[src/hw/cpu_ctrl_pkg.sv]
package cpu_ctrl_pkg;

	// one-hot control states
	typedef enum logic [8:0] {
		S_INIT = 9'b000000001,
		S_IF   = 9'b000000010, // instruction request
		S_IW   = 9'b000000100, // waiting for instruction
		S_ID   = 9'b000001000,
		S_EX   = 9'b000010000,
		S_LD   = 9'b000100000,
		S_ST   = 9'b001000000,
		S_RDW  = 9'b010000000, // waiting for read data
		S_WB   = 9'b100000000
	} state_t;

	typedef enum logic [2:0] {
		CLS_ALU    = 3'd0,
		CLS_LOAD   = 3'd1,
		CLS_STORE  = 3'd2,
		CLS_BRANCH = 3'd3,
		CLS_JUMP   = 3'd4,
		CLS_UPPER  = 3'd5
	} inst_class_t;

	// bit positions in the event vector
	localparam int EV_CYCLE      = 0;
	localparam int EV_FETCH      = 1;
	localparam int EV_LOAD       = 2;
	localparam int EV_STORE      = 3;
	localparam int EV_FETCH_WAIT = 4;
	localparam int EV_LOAD_WAIT  = 5;
	localparam int EV_STORE_WAIT = 6;
	localparam int EV_TAKEN      = 7;
	localparam int NUM_EVENTS    = 8;

endpackage

[src/hw/rv_isa_pkg.sv]
package rv_isa_pkg;

	localparam int XLEN       = 32;
	localparam int REG_ADDR_W = 5;

	// major opcodes, bits [6:0]
	localparam logic [6:0] OPC_LUI    = 7'b0110111;
	localparam logic [6:0] OPC_AUIPC  = 7'b0010111;
	localparam logic [6:0] OPC_JAL    = 7'b1101111;
	localparam logic [6:0] OPC_JALR   = 7'b1100111;
	localparam logic [6:0] OPC_BRANCH = 7'b1100011;
	localparam logic [6:0] OPC_LOAD   = 7'b0000011;
	localparam logic [6:0] OPC_STORE  = 7'b0100011;
	localparam logic [6:0] OPC_OP_IMM = 7'b0010011;
	localparam logic [6:0] OPC_OP     = 7'b0110011;

	typedef struct packed {
		logic [6:0] funct7;
		logic [4:0] rs2;
		logic [4:0] rs1;
		logic [2:0] funct3;
		logic [4:0] rd;
		logic [6:0] opcode;
	} r_fmt_t;

	typedef struct packed {
		logic [11:0] imm11_0;
		logic [4:0]  rs1;
		logic [2:0]  funct3;
		logic [4:0]  rd;
		logic [6:0]  opcode;
	} i_fmt_t;

	typedef struct packed {
		logic [6:0] imm11_5;
		logic [4:0] rs2;
		logic [4:0] rs1;
		logic [2:0] funct3;
		logic [4:0] imm4_0;
		logic [6:0] opcode;
	} s_fmt_t;

	typedef struct packed {
		logic       imm12;
		logic [5:0] imm10_5;
		logic [4:0] rs2;
		logic [4:0] rs1;
		logic [2:0] funct3;
		logic [3:0] imm4_1;
		logic       imm11;
		logic [6:0] opcode;
	} b_fmt_t;

	typedef struct packed {
		logic [19:0] imm31_12;
		logic [4:0]  rd;
		logic [6:0]  opcode;
	} u_fmt_t;

	typedef struct packed {
		logic       imm20;
		logic [9:0] imm10_1;
		logic       imm11;
		logic [7:0] imm19_12;
		logic [4:0] rd;
		logic [6:0] opcode;
	} j_fmt_t;

	// one instruction word, seen through each format
	typedef union packed {
		r_fmt_t r;
		i_fmt_t i;
		s_fmt_t s;
		b_fmt_t b;
		u_fmt_t u;
		j_fmt_t j;
	} instr_t;

	typedef enum logic [3:0] {
		ALU_ADD  = 4'd0,
		ALU_SUB  = 4'd1,
		ALU_SLL  = 4'd2,
		ALU_SLT  = 4'd3,
		ALU_SLTU = 4'd4,
		ALU_XOR  = 4'd5,
		ALU_SRL  = 4'd6,
		ALU_SRA  = 4'd7,
		ALU_OR   = 4'd8,
		ALU_AND  = 4'd9
	} alu_op_t;

endpackage

[src/hw/ctrl_if.sv]
interface ctrl_if
	import cpu_ctrl_pkg::*;
();

	// strobes from control
	logic        inst_load;
	logic        decode_latch;
	logic        exec_latch;
	logic        mem_latch;
	logic        wb_en;

	// status back from the datapath
	inst_class_t inst_class;
	logic        taken;
	logic        rd_nonzero_wen;

	modport control (
		output inst_load, decode_latch, exec_latch, mem_latch, wb_en,
		input  inst_class, taken, rd_nonzero_wen
	);

	modport datapath (
		input  inst_load, decode_latch, exec_latch, mem_latch, wb_en,
		output inst_class, taken, rd_nonzero_wen
	);

endinterface

[src/hw/alu.sv]
module alu
	import rv_isa_pkg::*;
(
	input  logic [XLEN-1:0] a,
	input  logic [XLEN-1:0] b,
	input  alu_op_t         op,
	output logic [XLEN-1:0] result,
	output logic            zero
);

	logic [4:0] shamt;

	assign shamt = b[4:0];

	always_comb begin
		unique case (op)
			ALU_ADD:  result = a + b;
			ALU_SUB:  result = a - b;
			ALU_SLL:  result = a << shamt;
			ALU_SLT:  result = {{(XLEN-1){1'b0}}, $signed(a) < $signed(b)};
			ALU_SLTU: result = {{(XLEN-1){1'b0}}, a < b};
			ALU_XOR:  result = a ^ b;
			ALU_SRL:  result = a >> shamt;
			ALU_SRA:  result = $unsigned($signed(a) >>> shamt); // keeps the sign
			ALU_OR:   result = a | b;
			ALU_AND:  result = a & b;
			default:  result = '0;
		endcase
	end

	// branch compare reads this
	assign zero = (result == '0);

endmodule

[src/hw/cpu_control.sv]
module cpu_control
	import cpu_ctrl_pkg::*;
(
	input  logic                  clk,
	input  logic                  rst,
	ctrl_if.control               ctrl,
	output logic                  inst_req_valid,
	input  logic                  inst_req_ready,
	input  logic                  inst_valid,
	output logic                  inst_ready,
	output logic                  mem_read,
	output logic                  mem_write,
	input  logic                  mem_req_ready,
	input  logic                  read_data_valid,
	output logic                  read_data_ready,
	output logic                  retire_valid,
	output logic [NUM_EVENTS-1:0] events
);

	state_t state;
	state_t state_next;

	logic s_if, s_iw, s_id, s_ex, s_ld, s_st, s_rdw, s_wb;

	assign s_if  = (state == S_IF);
	assign s_iw  = (state == S_IW);
	assign s_id  = (state == S_ID);
	assign s_ex  = (state == S_EX);
	assign s_ld  = (state == S_LD);
	assign s_st  = (state == S_ST);
	assign s_rdw = (state == S_RDW);
	assign s_wb  = (state == S_WB);

	always_ff @(posedge clk) begin
		if (rst)
			state <= S_INIT;
		else
			state <= state_next;
	end

	always_comb begin
		state_next = state; // hold while the partner stalls
		unique case (state)
			S_INIT: state_next = S_IF;
			S_IF:   if (inst_req_ready) state_next = S_IW;
			S_IW:   if (inst_valid) state_next = S_ID;
			S_ID:   state_next = S_EX;
			S_EX: begin
				unique case (ctrl.inst_class)
					CLS_LOAD:   state_next = S_LD;
					CLS_STORE:  state_next = S_ST;
					CLS_BRANCH: state_next = S_IF; // no write-back for branches
					default:    state_next = S_WB;
				endcase
			end
			S_LD:   if (mem_req_ready) state_next = S_RDW;
			S_ST:   if (mem_req_ready) state_next = S_IF;
			S_RDW:  if (read_data_valid) state_next = S_WB;
			S_WB:   state_next = S_IF;
			default: state_next = S_INIT;
		endcase
	end

	// handshake outputs come straight from the state
	assign inst_req_valid  = s_if;
	assign inst_ready      = s_iw;
	assign mem_read        = s_ld;
	assign mem_write       = s_st;
	assign read_data_ready = s_rdw;

	assign ctrl.inst_load    = s_iw & inst_valid;
	assign ctrl.decode_latch = s_id;
	assign ctrl.exec_latch   = s_ex;
	assign ctrl.mem_latch    = s_rdw & read_data_valid;
	assign ctrl.wb_en        = s_wb & ctrl.rd_nonzero_wen;

	// branches retire in EX, stores when the write is accepted
	assign retire_valid = s_wb
		| (s_ex & (ctrl.inst_class == CLS_BRANCH))
		| (s_st & mem_req_ready);

	always_comb begin
		events                = '0;
		events[EV_CYCLE]      = 1'b1; // counter reset covers the reset cycles
		events[EV_FETCH]      = s_if & inst_req_ready;
		events[EV_LOAD]       = s_ld & mem_req_ready;
		events[EV_STORE]      = s_st & mem_req_ready;
		events[EV_FETCH_WAIT] = s_if | s_iw;
		events[EV_LOAD_WAIT]  = s_ld | s_rdw;
		events[EV_STORE_WAIT] = s_st;
		events[EV_TAKEN]      = s_ex & ctrl.taken;
	end

endmodule

[src/hw/cpu_datapath.sv]
module cpu_datapath
	import rv_isa_pkg::*;
	import cpu_ctrl_pkg::*;
#(
	parameter logic [XLEN-1:0] RESET_PC = '0
) (
	input  logic                  clk,
	input  logic                  rst,
	ctrl_if.datapath              ctrl,
	input  logic [XLEN-1:0]       instruction,
	input  logic [XLEN-1:0]       read_data,
	output logic [XLEN-1:0]       pc,
	output logic [XLEN-1:0]       mem_address,
	output logic [XLEN-1:0]       write_data,
	output logic                  retire_wen,
	output logic [REG_ADDR_W-1:0] retire_rd,
	output logic [XLEN-1:0]       retire_data,
	output logic [XLEN-1:0]       retire_pc
);

	instr_t            ir;
	logic [XLEN-1:0]   inst_pc_q;  // pc of the instruction in flight
	logic [XLEN-1:0]   pc_plus4_q;
	logic [XLEN-1:0]   op_a_q;
	logic [XLEN-1:0]   op_b_q;
	logic [XLEN-1:0]   target_q;
	logic [XLEN-1:0]   result_q;
	logic [XLEN-1:0]   mem_q;

	inst_class_t       inst_class;
	alu_op_t           alu_op;
	logic [XLEN-1:0]   imm;
	logic [XLEN-1:0]   rdata1, rdata2;
	logic [XLEN-1:0]   alu_b, alu_result;
	logic              alu_zero;
	logic [XLEN-1:0]   target_sum;
	logic [XLEN-1:0]   wb_data;
	logic              is_jalr, is_op;

	assign is_jalr = (ir.r.opcode == OPC_JALR);
	assign is_op   = (ir.r.opcode == OPC_OP);

	always_comb begin
		unique case (ir.r.opcode)
			OPC_LOAD:          inst_class = CLS_LOAD;
			OPC_STORE:         inst_class = CLS_STORE;
			OPC_BRANCH:        inst_class = CLS_BRANCH;
			OPC_JAL, OPC_JALR: inst_class = CLS_JUMP;
			OPC_LUI, OPC_AUIPC: inst_class = CLS_UPPER;
			default:           inst_class = CLS_ALU;
		endcase
	end

	// immediate per format
	always_comb begin
		unique case (ir.r.opcode)
			OPC_STORE:
				imm = {{20{ir.s.imm11_5[6]}}, ir.s.imm11_5, ir.s.imm4_0};
			OPC_BRANCH:
				imm = {{19{ir.b.imm12}}, ir.b.imm12, ir.b.imm11, ir.b.imm10_5,
					ir.b.imm4_1, 1'b0};
			OPC_LUI, OPC_AUIPC:
				imm = {ir.u.imm31_12, 12'b0};
			OPC_JAL:
				imm = {{11{ir.j.imm20}}, ir.j.imm20, ir.j.imm19_12, ir.j.imm11,
					ir.j.imm10_1, 1'b0};
			default:
				imm = {{20{ir.i.imm11_0[11]}}, ir.i.imm11_0};
		endcase
	end

	always_comb begin
		alu_op = ALU_ADD; // address calc for loads and stores
		if (inst_class == CLS_BRANCH) begin
			if (!ir.b.funct3[2])
				alu_op = ALU_SUB;
			else if (ir.b.funct3[1])
				alu_op = ALU_SLTU;
			else
				alu_op = ALU_SLT;
		end else if (inst_class == CLS_ALU) begin
			unique case (ir.r.funct3)
				3'b000: alu_op = (is_op && ir.r.funct7[5]) ? ALU_SUB : ALU_ADD;
				3'b001: alu_op = ALU_SLL;
				3'b010: alu_op = ALU_SLT;
				3'b011: alu_op = ALU_SLTU;
				3'b100: alu_op = ALU_XOR;
				3'b101: alu_op = ir.r.funct7[5] ? ALU_SRA : ALU_SRL;
				3'b110: alu_op = ALU_OR;
				default: alu_op = ALU_AND;
			endcase
		end
	end

	assign alu_b = (is_op || inst_class == CLS_BRANCH) ? op_b_q : imm;

	alu alu_inst (
		.a      (op_a_q),
		.b      (alu_b),
		.op     (alu_op),
		.result (alu_result),
		.zero   (alu_zero)
	);

	reg_file reg_file_inst (
		.clk    (clk),
		.wen    (ctrl.wb_en),
		.waddr  (ir.r.rd),
		.raddr1 (ir.r.rs1),
		.raddr2 (ir.r.rs2),
		.wdata  (wb_data),
		.rdata1 (rdata1),
		.rdata2 (rdata2)
	);

	// jalr is relative to rs1, everything else to the pc
	assign target_sum = (is_jalr ? rdata1 : inst_pc_q) + imm;

	assign ctrl.inst_class     = inst_class;
	assign ctrl.taken          = (inst_class == CLS_JUMP)
		| ((inst_class == CLS_BRANCH) & (ir.b.funct3[2] ^ ir.b.funct3[0] ^ alu_zero));
	assign ctrl.rd_nonzero_wen = (inst_class != CLS_BRANCH) && (inst_class != CLS_STORE)
		&& (ir.r.rd != '0);

	always_ff @(posedge clk) begin
		if (ctrl.inst_load) begin
			ir         <= instr_t'(instruction);
			inst_pc_q  <= pc;
			pc_plus4_q <= pc + XLEN'(4);
		end
		if (ctrl.decode_latch) begin
			op_a_q   <= rdata1;
			op_b_q   <= rdata2;
			target_q <= {target_sum[XLEN-1:1], target_sum[0] & ~is_jalr};
		end
		if (ctrl.exec_latch) begin
			if (inst_class == CLS_UPPER)
				result_q <= (ir.r.opcode == OPC_LUI) ? imm : target_q; // auipc = pc + imm
			else
				result_q <= alu_result;
		end
		if (ctrl.mem_latch)
			mem_q <= read_data;
	end

	always_ff @(posedge clk) begin
		if (rst)
			pc <= RESET_PC;
		else if (ctrl.exec_latch)
			pc <= ctrl.taken ? target_q : pc_plus4_q;
	end

	always_comb begin
		unique case (inst_class)
			CLS_JUMP: wb_data = pc_plus4_q; // link address
			CLS_LOAD: wb_data = mem_q;
			default:  wb_data = result_q;
		endcase
	end

	assign mem_address = result_q;
	assign write_data  = op_b_q;

	assign retire_wen  = ctrl.wb_en;
	assign retire_rd   = ir.r.rd;
	assign retire_data = wb_data;
	assign retire_pc   = inst_pc_q;

endmodule

[src/hw/perf_counter.sv]
module perf_counter #(
	parameter int CNT_W = 32
) (
	input  logic             clk,
	input  logic             rst,
	input  logic             event_hit,
	output logic [CNT_W-1:0] count
);

	always_ff @(posedge clk) begin
		if (rst)
			count <= '0;
		else if (event_hit)
			count <= count + CNT_W'(1); // wraps at the top
	end

endmodule

[src/hw/reg_file.sv]
module reg_file
	import rv_isa_pkg::*;
(
	input  logic                  clk,
	input  logic                  wen,
	input  logic [REG_ADDR_W-1:0] waddr,
	input  logic [REG_ADDR_W-1:0] raddr1,
	input  logic [REG_ADDR_W-1:0] raddr2,
	input  logic [XLEN-1:0]       wdata,
	output logic [XLEN-1:0]       rdata1,
	output logic [XLEN-1:0]       rdata2
);

	logic [XLEN-1:0] regs [2**REG_ADDR_W];

	always_ff @(posedge clk) begin
		if (wen)
			regs[waddr] <= wdata;
	end

	// x0 reads zero whatever the array holds
	assign rdata1 = (raddr1 == '0) ? '0 : regs[raddr1];
	assign rdata2 = (raddr2 == '0) ? '0 : regs[raddr2];

endmodule

[src/hw/riscv_multicycle_top.sv]
module riscv_multicycle_top
	import rv_isa_pkg::*;
	import cpu_ctrl_pkg::*;
#(
	parameter int              CNT_W    = 32,
	parameter logic [XLEN-1:0] RESET_PC = '0
) (
	input  logic                                clk,
	input  logic                                rst,
	output logic [XLEN-1:0]                     pc,
	output logic                                inst_req_valid,
	input  logic                                inst_req_ready,
	input  logic [XLEN-1:0]                     instruction,
	input  logic                                inst_valid,
	output logic                                inst_ready,
	output logic [XLEN-1:0]                     mem_address,
	output logic                                mem_write,
	output logic [XLEN-1:0]                     write_data,
	output logic                                mem_read,
	input  logic                                mem_req_ready,
	input  logic [XLEN-1:0]                     read_data,
	input  logic                                read_data_valid,
	output logic                                read_data_ready,
	output logic                                retire_valid,
	output logic                                retire_wen,
	output logic [REG_ADDR_W-1:0]               retire_rd,
	output logic [XLEN-1:0]                     retire_data,
	output logic [XLEN-1:0]                     retire_pc,
	output logic [NUM_EVENTS-1:0][CNT_W-1:0]    perf_cnt
);

	logic [NUM_EVENTS-1:0] events;

	ctrl_if ctrl_bus ();

	cpu_control cpu_control_inst (
		.clk             (clk),
		.rst             (rst),
		.ctrl            (ctrl_bus),
		.inst_req_valid  (inst_req_valid),
		.inst_req_ready  (inst_req_ready),
		.inst_valid      (inst_valid),
		.inst_ready      (inst_ready),
		.mem_read        (mem_read),
		.mem_write       (mem_write),
		.mem_req_ready   (mem_req_ready),
		.read_data_valid (read_data_valid),
		.read_data_ready (read_data_ready),
		.retire_valid    (retire_valid),
		.events          (events)
	);

	cpu_datapath #(
		.RESET_PC (RESET_PC)
	) cpu_datapath_inst (
		.clk         (clk),
		.rst         (rst),
		.ctrl        (ctrl_bus),
		.instruction (instruction),
		.read_data   (read_data),
		.pc          (pc),
		.mem_address (mem_address),
		.write_data  (write_data),
		.retire_wen  (retire_wen),
		.retire_rd   (retire_rd),
		.retire_data (retire_data),
		.retire_pc   (retire_pc)
	);

	// one counter per event bit
	for (genvar i = 0; i < NUM_EVENTS; i++) begin : g_perf
		perf_counter #(
			.CNT_W (CNT_W)
		) perf_counter_inst (
			.clk       (clk),
			.rst       (rst),
			.event_hit (events[i]),
			.count     (perf_cnt[i])
		);
	end

endmodule

[config.mk]
export PLATFORM = sky130hd
export DESIGN_NAME = riscv_multicycle_top
export DESIGN_NICKNAME = d
export VERILOG_FILES = /design/src/hw/cpu_ctrl_pkg.sv /design/src/hw/rv_isa_pkg.sv /design/src/hw/ctrl_if.sv /design/src/hw/alu.sv /design/src/hw/cpu_control.sv /design/src/hw/cpu_datapath.sv /design/src/hw/perf_counter.sv /design/src/hw/reg_file.sv /design/src/hw/riscv_multicycle_top.sv
export SDC_FILE = /design/constraint.sdc
export NUM_CORES = 2
export LEC_CHECK = 0
export BUFFER_PORTS_ARGS = -buffer_cell sky130_fd_sc_hd__buf_2
export CAP_MARGIN = 20
export CORE_MARGIN = 3
export CORE_UTILIZATION = 35
export DETAILED_ROUTE_END_ITERATION = 7
export GPL_ROUTABILITY_DRIVEN = 0
export PLACE_DENSITY_LB_ADDON = 0.05
export SKIP_CTS_REPAIR_TIMING = 1
export SYNTH_ARGS = -nofsm -noshare
export SYNTH_HDL_FRONTEND = slang
export SYNTH_SLANG_ARGS = --single-unit
[constraint.sdc]
create_clock -name clk -period 8 [get_ports clk]
set_input_delay 0.8 -clock clk [delete_from_list [all_inputs] [get_ports clk]]
set_output_delay 0.8 -clock clk [all_outputs]
set_load 0.005 [all_outputs]
==> results.md <==
* Cell count after placement at 9472
* Vias in the first global route at 57.4k
* Netlist cell types at 95
* Min-Delay Path Class: primary input to flop
* ANT nets after route at 0
* Overall routing resource usage at 0.276
* Setup violators final at 0
* Final period util at 0.940
* Tot Pwr at 17.8 mW
* Setup TNS at 0 ns
* RSZ-0062 raised after global routing: no
* Largest cells by area after synthesis: edfxtp_1 47%, mux4_2 18%, dfxtp_1 7.4%
* Area growth syn-to-layout at 16.1%
* Met2 Resource Use GR at 0.447
* Post-DP HPWL at between 200000 and 250000 um
* Hold worst-path end: cpu_datapath_inst.ir[30]$_DFFE_PP_
* Count leader, synth: edfxtp_1
* Max cap viols at 0
* Global Route met1 Usage at 0.363
* Slew headroom at 0.261
* Site Rows at roughly 180
* Max Slew Vio Count at 0
* CP Class: flop to flop
* Reg2reg end: cpu_datapath_inst.pc[1]$_SDFFE_PP0P_
* Initial core utilization at 0.354
* Fin area at ~0.095 sq mm
* Busiest grt layer: met2
* Cells after Synth at between 6k and 7k
* Vias at roughly 59k
* M3 GR Usage at 0.0522
* First-pass GRT wire length at 465000 um
* Pwr/cell area at between 150 and 200 mW/mm^2
* Slowest cell on the critical path: edfxtp_1
* Hold Path Stages at 1
* VDD IR max at between 0.0002 and 0.00025 V
* Leak at between 30 and 40 nW
* Grt total ovfl at 0
* CP dominant cell by count: nor2_1
* Drt drc at 0
* Required @ worst endpoint at 8.69 ns
* Num ports at 498
* Drt first-iter violations at 6521
* PortBufs at 497
* Detailed Route WL at 336000 um
* Cell Area, Synth at 0.0818 sq mm
* RR Startpoint: cpu_datapath_inst.ir[6]$_DFFE_PP_
* Peak Freq at about 0.13 GHz
* Worst Reg-to-Reg Cells at 28
* Crit path max fanout at 64
* Synth cell count leaders: 1278 x edfxtp_1, 645 x nor2_1, 641 x mux4_2, 403 x nand2_1, 302 x dfxtp_1
* CTS H-tree lvls at 4
* Synth top area share at 0.469
* Die height at slightly below 500 um
* Non-filler cells, final at 9820
* Initial antenna violation count at 30
* Status: complete, no violations
* Hold Violations, Final at 0
* WP data arrival at between 8 and 9 ns
* Largest net degree at the start of global routing at around 140
* Async S/R FF share, synth at 0
* Clk_lat worst skew at 0.84 ns
* Synth warn at 0
* WL/cell at between 30 and 40 um
* Die width at just under 500 um
* Max Buffers Root-to-Sink at 3
* Hold Crit Start: instruction[30]
* Worst-Margin Slew at 1.11 ns
* Main synth FF type: edfxtp_1
* Initial DRT Pass Iterations at 6
* Yosys top cell by area: edfxtp_1
* EDFF count, synth at 1278
* Crit-path max cell delay at between 0.6 and 0.7 ns
* Post-route minimum period at 7.52 ns
* Clock transition at path regs at approximately 0.06 ns
* Syn Area/Cell at around 13 sq um
* Clock Tree Root: clkbuf_16
* Type of origin of the critical path: flop
* CTS tree: built
* Critical Path Sink Type: flop
* Worst clock skew at about 0.035 ns
* CORE AREA at about 0.23 sq mm
* # clock sinks at around 1.6k
* Post-layout nets at slightly below 7k
* Worst R2R Setup Slack at 0.48 ns
* FF+latch count, synth at 1580
* Die area at about 0.24 sq mm
* Area after DPL at 0.0890 sq mm
* Sequential area share after synthesis at 0.543
* DR vias/cell at ~6.0
* CTS Buf Count at approximately 190
* Share of cells above drive strength 1 at 0.269
[worst max-delay path: cells and delay by family (launching register included)]
kind | cells | cell delay [ns]
DFF | 1 | 0.62
adders and majority gates | 1 | 0.43
and+or+nand+nor | 12 | 2.76
buffers and inverters | 6 | 1.36
AOI/OAI and AO/OA | 9 | 2.08
[metal layers]
layer / wire length (um) / share of wire / up-vias
met2: 159000 / 0.47 / 2608
met3: 24800 / 0.074 / 564
met5: 60 / 0.00018 / -
met1: 136000 / 0.41 / 30700
met4: 16200 / 0.048 / 8
li1: - / - / 24900
[report_power, final]
part	switching (mW)	leakage, nW	internal (mW)
Sequential	0.0332	14.0	8.80
Clock	3.56	2.86	4.77
Combinational	0.378	16.4	0.237
Total	3.97	33.2	13.8
[layout by cell type (no fill, tap or decap), types with 36 or more instances in the layout]
master,netlist,layout
edfxtp_1,1278,1278
a21oi_1,278,277
clkinv_1,2,38
a22oi_1,58,58
nand3_1,189,188
buf_4,9,200
o211ai_1,36,36
or3_1,52,52
inv_1,145,143
ha_1,131,131
nor2_4,0,38
mux2i_1,154,154
dfxtp_1,302,297
xnor2_1,95,95
nand4_1,67,67
mux4_2,641,641
and3_1,76,76
clkbuf_16,0,189
buf_2,20,496
o21ai_0,219,219
o22ai_1,39,39
a211oi_1,85,85
mux2_2,68,68
nor3_1,79,78
xor2_1,170,170
nor2_1,645,605
nor2b_1,46,46
clkbuf_1,283,44
nand2_1,403,402
[state kept, by name (all words and copies together) (netlist names), 32 cells and up, named ones only]
| name | cells |
|---|---|
| g_perf.perf_counter_inst.count | 256 |
| cpu_datapath_inst.write_data | 32 |
| cpu_datapath_inst.op_a_q | 32 |
| cpu_datapath_inst.ir | 32 |
| cpu_datapath_inst.pc_plus4_q | 32 |
| cpu_datapath_inst.target_q | 32 |
| cpu_datapath_inst.mem_q | 32 |
| cpu_datapath_inst.mem_address | 32 |
| cpu_datapath_inst.pc | 32 |
| cpu_datapath_inst.reg_file_inst.regs | 1024 |
[logic make-up (layout without fill, tap and decap cells)]
logic type                 Yosys count  count (layout)  share of synthesized area
AOI/OAI and AO/OA                 1011            1011                     0.0818
and+or+nand+nor                   1694            1694                     0.0954
muxes                              863             863                      0.205
xor gates and xnor gates           265             265                     0.0284
adders and majority gates          133             133                     0.0205
other                                1              37                  0.0000458
buffers and inverters              542            1211                     0.0260
DFF                               1580            1580                      0.543
[how the worst max path moves through the flow]
stage	startpoint	end	slack (ns)	depth (start not counted)
final	cpu_datapath_inst.ir[6]$_DFFE_PP_	cpu_datapath_inst.pc[1]$_SDFFE_PP0P_	0.48	28
after global routing	cpu_datapath_inst.ir[6]$_DFFE_PP_	cpu_datapath_inst.pc[4]$_SDFFE_PP0P_	0.13	28
after CTS	cpu_datapath_inst.ir[6]$_DFFE_PP_	cpu_datapath_inst.pc[2]$_SDFFE_PP0P_	0.17	28
after detailed placement	cpu_datapath_inst.ir[6]$_DFFE_PP_	cpu_datapath_inst.pc[1]$_SDFFE_PP0P_	0.24	28
after global placement	cpu_datapath_inst.ir[6]$_DFFE_PP_	cpu_datapath_inst.pc[1]$_SDFFE_PP0P_	0.15	28
after floorplan	cpu_datapath_inst.ir[3]$_DFFE_PP_	g_perf[7].perf_counter_inst.count[28]$_SDFFE_PP0P_	1.29	29
[metrics by stage]
step	hold slack, ns	utilization	setup slack, ns
floorplan	0.440	-	1.29
global placement	0.439	0.384	0.154
detailed placement	0.459	0.385	0.238
CTS	0.0769	0.410	0.170
global route	0.0986	0.411	0.133
finish	0.155	0.411	0.476
[area by class of cell]
class,count,area (sq um)
fill,21600,136000
inverter,151,574
timing repair buffer,721,4510
clock buffer,242,5020
multi-input combinational,3998,35800
antenna,5,12.5
clock inverter,97,872
sequential,1580,44400
tap,3026,3790
Note: power is estimated with default switching activity, not from simulation.
